File: src/ppu_pkg.sv
`default_nettype none

// shared widths, depths and types of the ppu
package ppu_pkg;

  // operand width
  localparam int DATA_W = 16;

  // result and accumulator width
  localparam int RES_W = 32;

  // stages in each half of the unit
  localparam int INNER_PIPELINE_DEPTH = 2;

  // issue to result latency in cycles
  localparam int PIPE_DEPTH = INNER_PIPELINE_DEPTH * 2;

  // in-flight writer count, 0 up to PIPE_DEPTH inclusive
  localparam int CNT_W = $clog2(PIPE_DEPTH + 1);

  // operation codes
  // ACC reads and writes the accumulator, CLR only writes it
  typedef enum logic [2:0] {
    OP_ADD = 3'd0,
    OP_SUB = 3'd1,
    OP_MUL = 3'd2,
    OP_ACC = 3'd3,
    OP_CLR = 3'd4
  } operation_e;

  // unsigned operand
  typedef logic [DATA_W-1:0] operand_t;

  // result, also the accumulator payload
  typedef logic [RES_W-1:0] result_t;

endpackage : ppu_pkg

`default_nettype wire

File: src/pipeline.sv
`default_nettype none

// generic delay line
// output follows the input DEPTH clock edges later
// DEPTH of 0 gives a plain wire
module pipeline #(
  parameter type data_t = logic,
  parameter int  DEPTH  = 1
) (
  input  wire   clk_i,
  input  wire   arst_n_i,
  input  wire   data_t data_i,
  output data_t data_o
);

  generate
    if (DEPTH == 0) begin : g_wire
      // no stages, pass straight through
      assign data_o = data_i;
    end else begin : g_regs
      // stage_q[0] is the input side
      data_t stage_q [DEPTH];

      always_ff @(posedge clk_i or negedge arst_n_i) begin
        if (!arst_n_i) begin
          // every stage clears to zero
          for (int i = 0; i < DEPTH; i++) begin
            stage_q[i] <= '0;
          end
        end else begin
          stage_q[0] <= data_i;
          // shift one stage per edge
          for (int i = 1; i < DEPTH; i++) begin
            stage_q[i] <= stage_q[i-1];
          end
        end
      end

      // last stage drives the output
      assign data_o = stage_q[DEPTH-1];
    end
  endgenerate

endmodule : pipeline

`default_nettype wire

File: src/ppu_control_unit.sv
`default_nettype none

// issue control of the ppu
// forms accept, delays valid and the accumulator write flag,
// and holds back ACC while an accumulator writer is in flight
module ppu_control_unit (
  input  wire                  clk_i,
  input  wire                  arst_n_i,
  input  wire                  valid_i,
  input  wire ppu_pkg::operation_e op_i,
  output logic                 accept_o,
  output logic                 valid_o,
  output logic                 acc_we_o,
  output logic                 stall_o
);

  // op writes the accumulator when it retires
  logic acc_writer;
  // accepted accumulator writer this cycle
  logic acc_issue;
  // writers between issue and write back
  logic [ppu_pkg::CNT_W-1:0] inflight_q;

  assign acc_writer = (op_i == ppu_pkg::OP_ACC) || (op_i == ppu_pkg::OP_CLR);

  // ACC must see the accumulator after every older write
  // CLR ignores the old value so it never waits
  assign stall_o = valid_i && (op_i == ppu_pkg::OP_ACC) && (inflight_q != '0);

  assign accept_o  = valid_i && !stall_o;
  assign acc_issue = accept_o && acc_writer;

  // valid travels with the result
  pipeline #(
    .data_t (logic),
    .DEPTH  (ppu_pkg::PIPE_DEPTH)
  ) valid_signal_delay (
    .clk_i    (clk_i),
    .arst_n_i (arst_n_i),
    .data_i   (accept_o),
    .data_o   (valid_o)
  );

  // write flag retires with its own result
  pipeline #(
    .data_t (logic),
    .DEPTH  (ppu_pkg::PIPE_DEPTH)
  ) acc_write_delay (
    .clk_i    (clk_i),
    .arst_n_i (arst_n_i),
    .data_i   (acc_issue),
    .data_o   (acc_we_o)
  );

  // up on issue, down on write back, both may hit one edge
  always_ff @(posedge clk_i or negedge arst_n_i) begin
    if (!arst_n_i) begin
      inflight_q <= '0;
    end else begin
      case ({acc_issue, acc_we_o})
        2'b10:   inflight_q <= inflight_q + 1'b1;
        2'b01:   inflight_q <= inflight_q - 1'b1;
        default: inflight_q <= inflight_q;
      endcase
    end
  end

  // a write back always has a matching issue counted earlier
  a_cnt_no_underflow : assert property (
    @(posedge clk_i) disable iff (!arst_n_i)
    acc_we_o |-> (inflight_q != '0)
  );

  // at most one writer per pipeline stage
  a_cnt_bounded : assert property (
    @(posedge clk_i) disable iff (!arst_n_i)
    inflight_q <= ppu_pkg::CNT_W'(ppu_pkg::PIPE_DEPTH)
  );

  // no ACC taken until the older writer has retired
  a_acc_no_hazard : assert property (
    @(posedge clk_i) disable iff (!arst_n_i)
    acc_issue |=> (!(accept_o && (op_i == ppu_pkg::OP_ACC))) [*ppu_pkg::PIPE_DEPTH]
  );

endmodule : ppu_control_unit

`default_nettype wire

File: src/ppu_datapath.sv
`default_nettype none

// ppu datapath
// result is formed at issue and carried down the delay line,
// the accumulator takes the retiring ACC or CLR result
module ppu_datapath (
  input  wire                  clk_i,
  input  wire                  arst_n_i,
  input  wire                  accept_i,
  input  wire                  acc_we_i,
  input  wire ppu_pkg::operation_e op_i,
  input  wire ppu_pkg::operand_t   a_i,
  input  wire ppu_pkg::operand_t   b_i,
  output ppu_pkg::result_t     result_o
);

  // operands widened to result width
  ppu_pkg::result_t a_ext;
  ppu_pkg::result_t b_ext;
  // full product, 16 x 16 never overflows 32
  ppu_pkg::result_t product;
  // value computed at issue
  ppu_pkg::result_t issue_res;
  // what enters the delay line
  ppu_pkg::result_t stage_in;
  ppu_pkg::result_t acc_q;
  // shadow of accept, msb marks a result due now
  logic [ppu_pkg::PIPE_DEPTH-1:0] due_q;

  assign a_ext   = ppu_pkg::RES_W'(a_i);
  assign b_ext   = ppu_pkg::RES_W'(b_i);
  assign product = a_ext * b_ext;

  // add and sub wrap modulo 2^32
  always_comb begin
    case (op_i)
      ppu_pkg::OP_ADD: issue_res = a_ext + b_ext;
      ppu_pkg::OP_SUB: issue_res = a_ext - b_ext;
      ppu_pkg::OP_MUL: issue_res = product;
      ppu_pkg::OP_ACC: issue_res = acc_q + product;
      // CLR and unused codes give zero
      default:         issue_res = '0;
    endcase
  end

  // idle slots carry zero
  assign stage_in = accept_i ? issue_res : '0;

  pipeline #(
    .data_t (ppu_pkg::result_t),
    .DEPTH  (ppu_pkg::PIPE_DEPTH)
  ) result_delay (
    .clk_i    (clk_i),
    .arst_n_i (arst_n_i),
    .data_i   (stage_in),
    .data_o   (result_o)
  );

  // write back of ACC sum or CLR zero
  always_ff @(posedge clk_i or negedge arst_n_i) begin
    if (!arst_n_i) begin
      acc_q <= '0;
    end else if (acc_we_i) begin
      acc_q <= result_o;
    end
  end

  always_ff @(posedge clk_i or negedge arst_n_i) begin
    if (!arst_n_i) begin
      due_q <= '0;
    end else begin
      due_q <= {due_q[ppu_pkg::PIPE_DEPTH-2:0], accept_i};
    end
  end

  // no stale payload leaks out between results
  a_idle_result_zero : assert property (
    @(posedge clk_i) disable iff (!arst_n_i)
    !due_q[ppu_pkg::PIPE_DEPTH-1] |-> (result_o == '0)
  );

endmodule : ppu_datapath

`default_nettype wire

File: src/ppu_top.sv
`default_nettype none

// pipelined processing unit
// one op per clock, result PIPE_DEPTH cycles later
module ppu_top (
  input  wire                  clk_i,
  input  wire                  arst_n_i,
  input  wire                  valid_i,
  input  wire ppu_pkg::operation_e op_i,
  input  wire ppu_pkg::operand_t   a_i,
  input  wire ppu_pkg::operand_t   b_i,
  output logic                 stall_o,
  output logic                 valid_o,
  output ppu_pkg::result_t     result_o
);

  // op taken this cycle
  wire accept;
  // ACC or CLR result retiring this cycle
  wire acc_we;

  ppu_control_unit u_ctrl (
    .clk_i    (clk_i),
    .arst_n_i (arst_n_i),
    .valid_i  (valid_i),
    .op_i     (op_i),
    .accept_o (accept),
    .valid_o  (valid_o),
    .acc_we_o (acc_we),
    .stall_o  (stall_o)
  );

  // producer holds op and operands while stalled
  ppu_datapath u_dp (
    .clk_i    (clk_i),
    .arst_n_i (arst_n_i),
    .accept_i (accept),
    .acc_we_i (acc_we),
    .op_i     (op_i),
    .a_i      (a_i),
    .b_i      (b_i),
    .result_o (result_o)
  );

endmodule : ppu_top

`default_nettype wire

File: config.mk
export PLATFORM = sky130hd
export DESIGN_NAME = ppu_top
export DESIGN_NICKNAME = d
export VERILOG_FILES = /design/src/ppu_pkg.sv /design/src/pipeline.sv /design/src/ppu_control_unit.sv /design/src/ppu_datapath.sv /design/src/ppu_top.sv
export SDC_FILE = /design/constraint.sdc
export NUM_CORES = 1
export LEC_CHECK = 0
export ABC_AREA = 1
export BUFFER_PORTS_ARGS = -buffer_cell sky130_fd_sc_hd__buf_2
export CORE_ASPECT_RATIO = 2
export CORE_MARGIN = 5
export CORE_UTILIZATION = 30
export CTS_CLUSTER_SIZE = 14
export DETAILED_ROUTE_END_ITERATION = 10
export PLACE_DENSITY = 0.55
export SLEW_MARGIN = 0
export SYNTH_ARGS = -nofsm -noshare
export SYNTH_HDL_FRONTEND = slang
export SYNTH_SLANG_ARGS = --single-unit
export TNS_END_PERCENT = 20
File: constraint.sdc
create_clock -name clk_i -period 2.66 [get_ports clk_i]
set_clock_uncertainty 0.05 [all_clocks]
set_input_delay 0 -clock clk_i [delete_from_list [all_inputs] [get_ports clk_i]]
set_output_delay 0 -clock clk_i [all_outputs]
set_load 0.005 [all_outputs]
After elaboration in Yosys (flattened, before gate mapping)
Index checks and enable logic that the tools add are counted.
{"block": "word_totals", "register_bits": 171, "in_bits": 38, "out_inout_bits": 34, "elab_cells": 38}
{"block": "op_classes", "n_addsub": 5, "mul": 1, "n_eq_ne": 6, "mux": 3, "n_reduce_logical": 9}
{"operator": "$pmux W32 S4", "count": 1}
{"operator": "$add A32 B32 Y32", "count": 1}
{"operator": "$mul A16 B16 Y32", "count": 1}
{"operator": "$mux W32", "count": 1}
{"operator": "$add A16 B16 Y17", "count": 1}
{"operator": "$sub A16 B16 Y17", "count": 1}
{"operator": "$eq A3 B2 Y1 const B", "count": 2}
{"operator": "$pmux W3 S2", "count": 1}
{"operator": "$logic_and A1 B1 Y1", "count": 4}
{"operator": "$add A3 B1 Y3 const B", "count": 1}
{"operator": "$eq A3 B1 Y1 const B", "count": 1}
{"operator": "$eq A3 B3 Y1 const B", "count": 1}
{"operator": "$logic_not A3 Y1", "count": 1}
{"operator": "$reduce_bool A3 Y1", "count": 1}
{"operator": "$sub A3 B1 Y3 const B", "count": 1}
{"operator": "$eq A2 B1 Y1 const B", "count": 1}
{"operator": "$eq A2 B2 Y1 const B", "count": 1}
{"operator": "$reduce_bool A2 Y1", "count": 1}
{"operator": "$logic_not A1 Y1", "count": 1}
{"operator": "$logic_or A1 B1 Y1", "count": 1}

Logic depth before layout (Yosys ltp)
Gate-level depths: netlist of run 1.
{"block": "logic_depth", "depth_word": 8, "ltp_mapped": 38, "depth_no_buf": 37}

Cells and area by module
Synthesis of run 1 repeated with hierarchy kept, for this count alone.
{"block": "unflattened", "hier_cells": 2281, "area_unflattened_um2": 18288.8}
{"mod": "ppu_datapath", "n_inst": 1, "cells_per_inst": 2082, "area_each_um2": 14401.3}
{"mod": "pipeline at u_dp.result_delay", "n_inst": 1, "cells_per_inst": 160, "area_each_um2": 3443.3}
{"mod": "ppu_control_unit", "n_inst": 1, "cells_per_inst": 31, "area_each_um2": 244.0}
{"mod": "pipeline at u_ctrl.acc_write_delay ...", "n_inst": 2, "cells_per_inst": 4, "area_each_um2": 100.1}

Worst setup path before layout of run 1
OpenSTA, ideal clock, no wires.
{"block": "synth_timing", "path_type": "input to register", "from": "input port b_i[8]", "to": "register u_dp.result_delay.g_regs.stage_q[124] (netlist name)", "setup_ns": 0.113, "arrival_time_ns": 6.293, "required_ns": 2.497, "path_slack_ns": -3.796, "cell_stages": 37, "cell_sequence": "clkbuf_1 clkbuf_1 nand2_1 fa_1 inv_1 fa_1 inv_1 fa_1 inv_1 fa_1 fa_1 inv_1 fa_1 inv_1 ha_1 nand2_1 inv_1 a21oi_2 nor2_1 nor2_1 nand2_1 nand2_1 nand2_1 or2_2 and2_1 ha_1 nand2_1 nor2_1 nand2_1 nor4_1 nand2_1 nand2_1 a21oi_1 o21ai_0 nand3_2 nand2_1 inv_1"}
{"element": "from (decl)", "line": "ppu_top.sv:11", "source": "input wire ppu_pkg::operand_t b_i,"}
{"element": "to (signal, indexed assignment)", "line": "pipeline.sv:34", "source": "stage_q[i] <= stage_q[i-1];"}
{"element": "to (decl)", "line": "pipeline.sv:22", "source": "data_t stage_q [DEPTH];"}

==> results of run 1 <==
## worst register-to-register path, delay by kind of cell (launching register included)
family | cells | cell delay (ps)
DFF | 1 | 380
adders and majority gates | 2 | 630
buffers and inverters | 4 | 380
and+or+nand+nor | 12 | 1030
## repair_timing
action / in CTS / in global routing
pin swaps: 45 / 112
gates resized for setup: 216 / 235
endpoints found under the hold margin: 106 / 0
buffers inserted: 22 / 24
hold buffers: 5 / 0
endpoints found under the setup margin: 29 / 29
## metrics by stage
step                utilization  cells
finish                    0.415   3481
detailed placement        0.364   3400
global placement          0.364   3400
CTS                       0.395   3460
global route              0.415   3481
floorplan                     -   2295
## logic make-up after synthesis
logic type | after synthesis | synth area share
simple gates | 850 | 0.195
fa+ha+maj | 366 | 0.331
buf+inv | 591 | 0.130
compound gates | 258 | 0.0789
xor+xnor | 29 | 0.0138
mux | 30 | 0.0184
flops | 171 | 0.233
## metal layers
metal	wire, um	vias to the layer above	global-route usage
met2	36100	349	0.378
met4	4470	2	0.119
li1	-	7775	-
met1	20100	8003	0.171
met3	1710	184	0.0189
met5	13	-	0
## final timing paths
path / endpoint / slack (ps) / start
worst max-delay path: u_dp.result_delay.g_regs.stage_q[124]$_DFF_PN0_ / -3370 / a_i[7]
worst min-delay path: u_dp.result_delay.g_regs.stage_q[65]$_DFF_PN0_ / 8 / arst_n_i
worst max register to register: u_dp.result_delay.g_regs.stage_q[126]$_DFF_PN0_ / 70 / u_dp.acc_q[0]$_DFFE_PN0P_
worst min register to register: u_dp.result_delay.g_regs.stage_q[86]$_DFF_PN0_ / 290 / u_dp.result_delay.g_regs.stage_q[118]$_DFF_PN0_
max in group asynchronous: u_dp.result_delay.g_regs.stage_q[55]$_DFF_PN0_ / 1730 / arst_n_i
min in group clk_i: u_ctrl.valid_signal_delay.g_regs.stage_q[3]$_DFF_PN0_ / 60 / op_i[2]
## layout by cell type (no fill, tap or decap), types with 9 or more instances in the layout
cell type  netlist  routed
o21ai_1         16      21
buf_6            1      29
nand2_1        537     475
a21oi_1        123      87
nand4_1         14      14
dfrtp_1        171     171
a21oi_2          7      34
ha_4             0      46
buf_12           1      20
a21oi_4          0       9
inv_1          473     437
o21ai_0         72      54
nor2_2           5      23
nand3_2         13      24
nor2_1         134      95
fa_1           198     183
nand2_4          1      16
buf_4           33     372
inv_2           15      48
nand3_1         88      75
clkbuf_16        0      25
buf_2            8      46
fa_2             0      15
ha_1           168     118
nor2_4           0      21
nand2_2          7      54
o21ai_2          1      12
mux2_2          30      30
## cell type report
type | instances | area (um^2)
clock buffers | 28 | 657
clock inverters | 5 | 55.1
fillers | 6011 | 35500
inverters | 488 | 1840
multi-input cells | 1533 | 13500
flip-flops and latches | 171 | 4280
well taps | 780 | 976
repair buffers | 476 | 3840
## registers in the layout, indices dropped and copies added (netlist names)
register	count
u_ctrl.valid_signal_delay.data_o	1
u_ctrl.inflight_q	3
u_dp.acc_q	32
u_ctrl.acc_write_delay.data_o	1
u_ctrl.acc_write_delay.g_regs.stage_q	3
u_dp.result_delay.g_regs.stage_q	96
u_ctrl.valid_signal_delay.g_regs.stage_q	3
u_dp.result_delay.data_o	32
==> metrics, run 1 <==
CP startpoint kind=input port; critical path's largest stage delay=540 ps; library cells used by synthesis=55; final setup fails=28; Routed Antenna Nets=0; Final Max Slew Viols=0; vias per cell=4.69; Levels on crit path=34; CP Class=input port to flip-flop; most common cell in the netlist=nand2_1; total negative slack=-78,730 ps; First DRT Iteration DRCs=629; num rows=128; Num CTS Buffers=25; ratio of final minimum period to clock period=2.27; Synth Flop Type=dfrtp_1; Data arrival, critical path=between 6000 and 7000 ps; root buffer cell=clkbuf_16; Synth area leaders=dfrtp_1, fa_1, ha_1; Reg clk slew, reported paths=70 ps; Die ar.=0.0665 mm^2; CP required=around 3000 ps; max_cap viols=0; Fin Hold WS=7.96 ps; post-synthesis cell area=0.0183 mm^2; Post-synth top cells=nand2_1, inv_1, fa_1, dfrtp_1, ha_1; pre-CTS WS=-5120 ps; Mapped Nets=roughly 2,700; Buffers on Ports=71; H-Tree Depth=4; outcome=complete, but fails checks; f_max=around 170 MHz; Top delay family on crit path=adder cells; pin count of the biggest net entering global routing=70; first-pass GRT wire length=~96,000 um; fin area=between 0.02 and 0.03 mm^2; DP Wirelength=53,500 um; Seq/Total Area, Yosys=0.233; Starting Density=0.302; post-synthesis cell count=~2,300; WL final=about 62,000 um; DR vias=16,300; DR pass1 iterations=5; Crit path buffers/inverters=12; Post-synth ARST share=1.00; initial antenna violation count=1; post-synth top area share=0.233; Ys Warns=0; chip width=185 um; placed instance area=approximately 0.022 mm^2; worst reg-to-reg path cell count=18; Worst Hold Class=input port to async pin; Total Routing Usage GR=0.188; Post-synth EDFFs=0; Seq cells post-synth=171; fraction of layout instances using a drive strength above 1=0.334; antenna cells=0; # DRC=0; Ports=72; CP Max Fanout=5; grt ovf=0; CTS tree=yes; area growth from synthesis to layout=37.2%; WL/cell=17.9 um; Final min period=6030 ps; routability cong.=0.989; final worst setup slack=-3370 ps; core area=between 0.06 and 0.07 mm^2; Least-Margin Pin Slew=~600 ps; Slowest cell on crit path=fa_2; max_slew headroom=0.588; Clock Path Buffers=3; critical path capture point type=flip-flop; vias in the first global route=18,100; Synth Area per Inst=around 8.0 um^2; area leader, netlist=dfrtp_1; RSZ-0062 raised after global routing=yes; Sink Count=171; Die Ht=roughly 360 um; Fin. Hold Viols=0; failing checks=setup timing; Worst-Skew Late Latency=480 ps; nets=3,099
Power of run 1 is not shown: default switching activity piles up to over one toggle a cycle in this logic, so the estimate is an artifact.
==> run 2: changes to the inputs <==
--- a/config.mk
+++ b/config.mk
@@ -13,6 +13,7 @@
 export CTS_CLUSTER_SIZE = 14
 export DETAILED_ROUTE_END_ITERATION = 10
 export PLACE_DENSITY = 0.55
+export SETUP_SLACK_MARGIN = 0.15
 export SLEW_MARGIN = 0
 export SYNTH_ARGS = -nofsm -noshare
 export SYNTH_HDL_FRONTEND = slang
==> metrics, run 2 (synthesized netlist as in run 1, its figures left out) <==
outcome=complete, but fails checks; failing checks=setup timing; Cells after DPL=3,400 (unchanged); WL final=62,800 um (+0.58%); most common cell after layout, fill and taps aside=nand2_1; CTS tree=yes; grt ovf=0 (unchanged); Crit path buffers/inverters=11 (-1); total negative slack=-79,870 ps (-1140 ps); Fin Hold WS=6.56 ps (-1.39 ps); CP Class=input port to flip-flop; num rows=128 (unchanged); Levels on crit path=37 (+8.8%); first-pass GRT wire length=96,400 um (+0.14%); Starting Density=0.302 (unchanged); reg2reg setup slack=70 ps (about the same); Data arrival, critical path=6390 ps (+30 ps); Ports=72 (unchanged); Worst-Skew Late Latency=480 ps (about the same); Reg clk slew, reported paths=70 ps (about the same); chip width=185 um (unchanged); Sink Count=171 (unchanged); Worst Hold Class=input port to async pin; Die ar.=0.0665 mm^2 (unchanged); Total Routing Usage GR=0.188 (+0.000293); Slowest cell on crit path=fa_1; DR pass1 iterations=5 (unchanged); pre-CTS WS=-5120 ps (unchanged); vias per cell=4.70 (+0.19%); First DRT Iteration DRCs=642 (+2.1%); root buffer cell=clkbuf_16; Num CTS Buffers=25 (unchanged); CP Max Fanout=5 (unchanged); pin count of the biggest net entering global routing=70 (unchanged); # DRC=0 (unchanged); area growth from synthesis to layout=35.9%; f_max=164 MHz (-0.80%); Largest Register=u_dp.result_delay.g_regs.stage_q; Final min period=6080 ps (+48.9 ps); Fin. Hold Viols=0 (unchanged); CP startpoint kind=input port; Crit Reg-Reg Startpoint=u_dp.acc_q[0]$_DFFE_PN0P_; core area=0.0607 mm^2 (unchanged); non-filler cells, final=3,479 (-0.057%); Least-Margin Pin Slew=623 ps (+5.31 ps); routability cong.=0.989 (unchanged); final worst setup slack=-3420 ps (-48.9 ps); WL/cell=18.1 um (+0.64%); Buffers on Ports=71 (unchanged); RSZ-0062 raised after global routing=yes; max reg flops=96 (unchanged); max_cap viols=0 (unchanged); commonest non-fill, non-tap cells in the layout=nand2_1, inv_1, buf_4; max_slew headroom=0.585 (-0.00354); Die Ht=360 um (unchanged); initial antenna violation count=1 (unchanged); Worst R2R End=u_dp.result_delay.g_regs.stage_q[118]$_DFF_PN0_; DR vias=16,300 (+0.13%); Clock Path Buffers=3 (unchanged); nets=3,097 (-0.065%); final setup fails=28 (unchanged); ratio of final minimum period to clock period=2.29 (+0.0184); Routed Antenna Nets=0 (unchanged); DP Wirelength=53,500 um (unchanged); worst reg-to-reg path cell count=17 (-1); Final Max Slew Viols=0 (unchanged); critical path's largest stage delay=530 ps (about the same); CP required=2970 ps (about the same); critical path capture point type=flip-flop; Top delay family on crit path=adder cells; H-Tree Depth=4 (unchanged); antenna cells=0 (unchanged); fraction of layout instances using a drive strength above 1=0.323 (-0.0109); vias in the first global route=18,100 (+0.039%)
## run 2: worst max-delay path by stage
| stage | endpoint | from | slack [ps] |
|---|---|---|---|
| detailed placement | u_dp.result_delay.g_regs.stage_q[126]$_DFF_PN0_ | a_i[7] | -5120 |
| global placement | u_dp.result_delay.g_regs.stage_q[126]$_DFF_PN0_ | a_i[7] | -5060 |
| finish | u_dp.result_delay.g_regs.stage_q[122]$_DFF_PN0_ | a_i[8] | -3420 |
| CTS | u_dp.result_delay.g_regs.stage_q[126]$_DFF_PN0_ | b_i[6] | -3500 |
| global route | u_dp.result_delay.g_regs.stage_q[126]$_DFF_PN0_ | a_i[7] | -3680 |
| floorplan | u_dp.result_delay.g_regs.stage_q[124]$_DFF_PN0_ | b_i[4] | -3300 |
## run 2: cell type report
cell class	instances	area, um^2
Sequential cell	171	4280
Fill cell	6066	35800
Inverter	488	1840
Multi-Input combinational cell	1533	13300
Clock buffer	28	657
Tap cell	780	976
Timing Repair Buffer	474	3860
Clock inverter	5	55.1
## run 2: worst reg2reg max path: stages (launching register included)
cell	delay, ps
dfrtp_1	380
ha_1	210
inv_1	90
fa_1	420
inv_1	100
nand3_1	70
nand2_1	150
nand2_1	80
nand2_2	90
nand3_1	90
nand2_2	110
nand2_1	130
nand2_1	120
a21oi_1	60
o21ai_0	110
nand3_2	100
nand2_1	70
inv_1	40
## run 2: what timing repair did
action | 4_1_cts | 5_1_grt
hold endpoints to repair | 106 | 0
pin swaps | 45 | 100
endpoints found under the setup margin | 29 | 31
hold buffers | 5 | 0
cloned | 0 | 1
resized for setup | 220 | 182
setup buffers | 22 | 18
## run 2: routing by layer
| metal | track usage | part of all wire | vias to the layer above |
|---|---|---|---|
| met5 | 0 | 0.00021 | - |
| met4 | 0.118 | 0.074 | 2 |
| met3 | 0.0189 | 0.028 | 201 |
| met2 | 0.379 | 0.57 | 375 |
| met1 | 0.172 | 0.32 | 7984 |
| li1 | - | - | 7773 |
## run 2: per-stage QoR
stage / area (um^2) / utilization
3_3_place_gp: 22100 / 0.364
6_report: 24900 / 0.411
2_1_floorplan: 18700 / -
5_1_grt: 24900 / 0.411
4_1_cts: 24000 / 0.395
3_5_place_dp: 22100 / 0.364
Power of run 2 is left out for the same reason.
==> run 3: changes to the inputs <==
--- a/config.mk
+++ b/config.mk
@@ -10,6 +10,7 @@
 export CORE_ASPECT_RATIO = 2
 export CORE_MARGIN = 5
 export CORE_UTILIZATION = 30
+export CTS_BUF_LIST = sky130_fd_sc_hd__clkbuf_4 sky130_fd_sc_hd__clkbuf_8
 export CTS_CLUSTER_SIZE = 14
 export DETAILED_ROUTE_END_ITERATION = 10
 export PLACE_DENSITY = 0.55
==> metrics, run 3 (synthesized netlist as in run 1, its figures left out) <==
outcome=complete, but fails checks; failing checks=setup timing; final worst setup slack=-3430 ps (-8.22 ps); Die Ht=360 um (unchanged); fin area=0.0245 mm^2 (-1.6%); CP Class=input port to flip-flop; core area=0.0607 mm^2 (unchanged); Routed Antenna Nets=0 (unchanged); vias in the first global route=18,100 (-0.022%); CP Max Fanout=6 (+1); most common cell after layout, fill and taps aside=nand2_1; max_slew headroom=0.633 (+0.0485); initial antenna violation count=2 (+1); Data arrival, critical path=6440 ps (+50 ps); routability cong.=0.989 (unchanged); First DRT Iteration DRCs=664 (+3.4%); fraction of layout instances using a drive strength above 1=0.312 (-0.0113); Die ar.=0.0665 mm^2 (unchanged); Worst-Skew Late Latency=520 ps (+40 ps); DR pass1 iterations=5 (unchanged); pin count of the biggest net entering global routing=70 (unchanged); worst reg-to-reg path cell count=18 (+1); RSZ-0062 raised after global routing=yes; area occupied by multi-input gates=0.0132 mm^2 (-0.55%); Worst Hold Class=input port to flip-flop; CP required=3010 ps (+40 ps); final setup fails=28 (unchanged); Clock Path Buffers=3 (unchanged); pre-CTS WS=-5120 ps (unchanged); Final Util=0.404 (-0.00674); placed instance area=0.0221 mm^2 (unchanged); WL final=62,600 um (-0.41%); Ports=72 (unchanged); CTS tree=yes; Reg clk slew, reported paths=70 ps (about the same); WL/cell=18.0 um (-0.38%); Fin. Hold Viols=0 (unchanged); chip width=185 um (unchanged); vias per cell=4.70 (+0.11%); Final Max Slew Viols=0 (unchanged); grt ovf=0 (unchanged); Final min period=6090 ps (+8.22 ps); DR vias=16,300 (+0.086%); first-pass GRT wire length=96,100 um (-0.26%); ratio of final minimum period to clock period=2.29 (+0.00309); Largest Register=u_dp.result_delay.g_regs.stage_q; # DRC=0 (unchanged); commonest non-fill, non-tap cells in the layout=nand2_1, inv_1, buf_4; f_max=164 MHz (-0.14%); max_cap viols=0 (unchanged); nets=3,095 (-0.065%); root buffer cell=clkbuf_8; CP startpoint kind=input port; Least-Margin Pin Slew=546 ps (-77.0 ps); critical path's largest stage delay=560 ps (+30 ps); Total Routing Usage GR=0.188 (-0.000198); worst hold stages=5; Slowest cell on crit path=fa_1; Sink Count=171 (unchanged); max reg flops=96 (unchanged); Starting Density=0.302 (unchanged); register area=0.00428 mm^2 (unchanged); Num CTS Buffers=25 (unchanged); H-Tree Depth=4 (unchanged); critical path capture point type=flip-flop; area growth from synthesis to layout=33.6%; fill count=6,093 (+0.45%); DP Wirelength=53,500 um (unchanged); num rows=128 (unchanged); Buffers on Ports=71 (unchanged)
[run 3: cell types whose count changed in the layout (fill, tap and decap cells not counted), sizes merged]
cell | before | now
clkbuf | 30 | 28
diode | 0 | 1
dlygate4sd3 | 5 | 7
buf | 467 | 465
[run 3: worst paths after layout]
| kind | startpoint | to | slack, ps |
|---|---|---|---|
| max | b_i[5] | u_dp.result_delay.g_regs.stage_q[126]$_DFF_PN0_ | -3430 |
| min | op_i[2] | u_dp.result_delay.g_regs.stage_q[114]$_DFF_PN0_ | 90 |
| max reg2reg | u_dp.acc_q[0]$_DFFE_PN0P_ | u_dp.result_delay.g_regs.stage_q[126]$_DFF_PN0_ | 60 |
| min reg2reg | u_dp.result_delay.g_regs.stage_q[51]$_DFF_PN0_ | u_dp.result_delay.data_o[19]$_DFF_PN0_ | 280 |
| max in group asynchronous | arst_n_i | u_dp.result_delay.g_regs.stage_q[55]$_DFF_PN0_ | 1360 |
| min in group asynchronous | arst_n_i | u_dp.result_delay.g_regs.stage_q[36]$_DFF_PN0_ | 480 |
[run 3: final cells by class]
cell class / instances / area share
antenna: 1 / 0.000102
clock buffer: 28 / 0.0155
clock inverter: 5 / 0.00225
inverter: 488 / 0.0747
multi-input combinational: 1533 / 0.538
sequential: 171 / 0.175
tap: 780 / 0.0398
timing repair buffer: 472 / 0.155
[run 3: critical path: cells and delay by family]
family                     cells  cell delay (ps)
AOI/OAI and AO/OA              2              380
xor gates and xnor gates       1              140
adders and majority gates      8             3490
buffers and inverters         15             1430
and+or+nand+nor               12             1000
[run 3: per-stage QoR]
step,setup TNS [ps],hold WS (ps),cells
floorplan,-76270,-346,2295
global placement,-107690,-38.8,3400
detailed placement,-109120,-23.7,3400
CTS,-79500,48.2,3467
global route,-84780,76.8,3478
finish,-78560,89.8,3478
[run 3: repair_timing]
item                                   in CTS  in global routing
hold buffers                                8                  0
endpoints found under the hold margin     177                  0
setup buffers                              26                 10
pin swaps                                  55                 69
gates resized for setup                   228                147
setup endpoints to repair                  29                 30
[run 3: routing by layer]
layer  up-vias  global-route usage  wire [um]
met5         -                   0         13
met4         2               0.122       4940
li1       7771                   -          -
met1      7952               0.171      20300
met3       205              0.0196       1760
met2       419               0.376      35600
Power of run 3 is left out for the same reason.
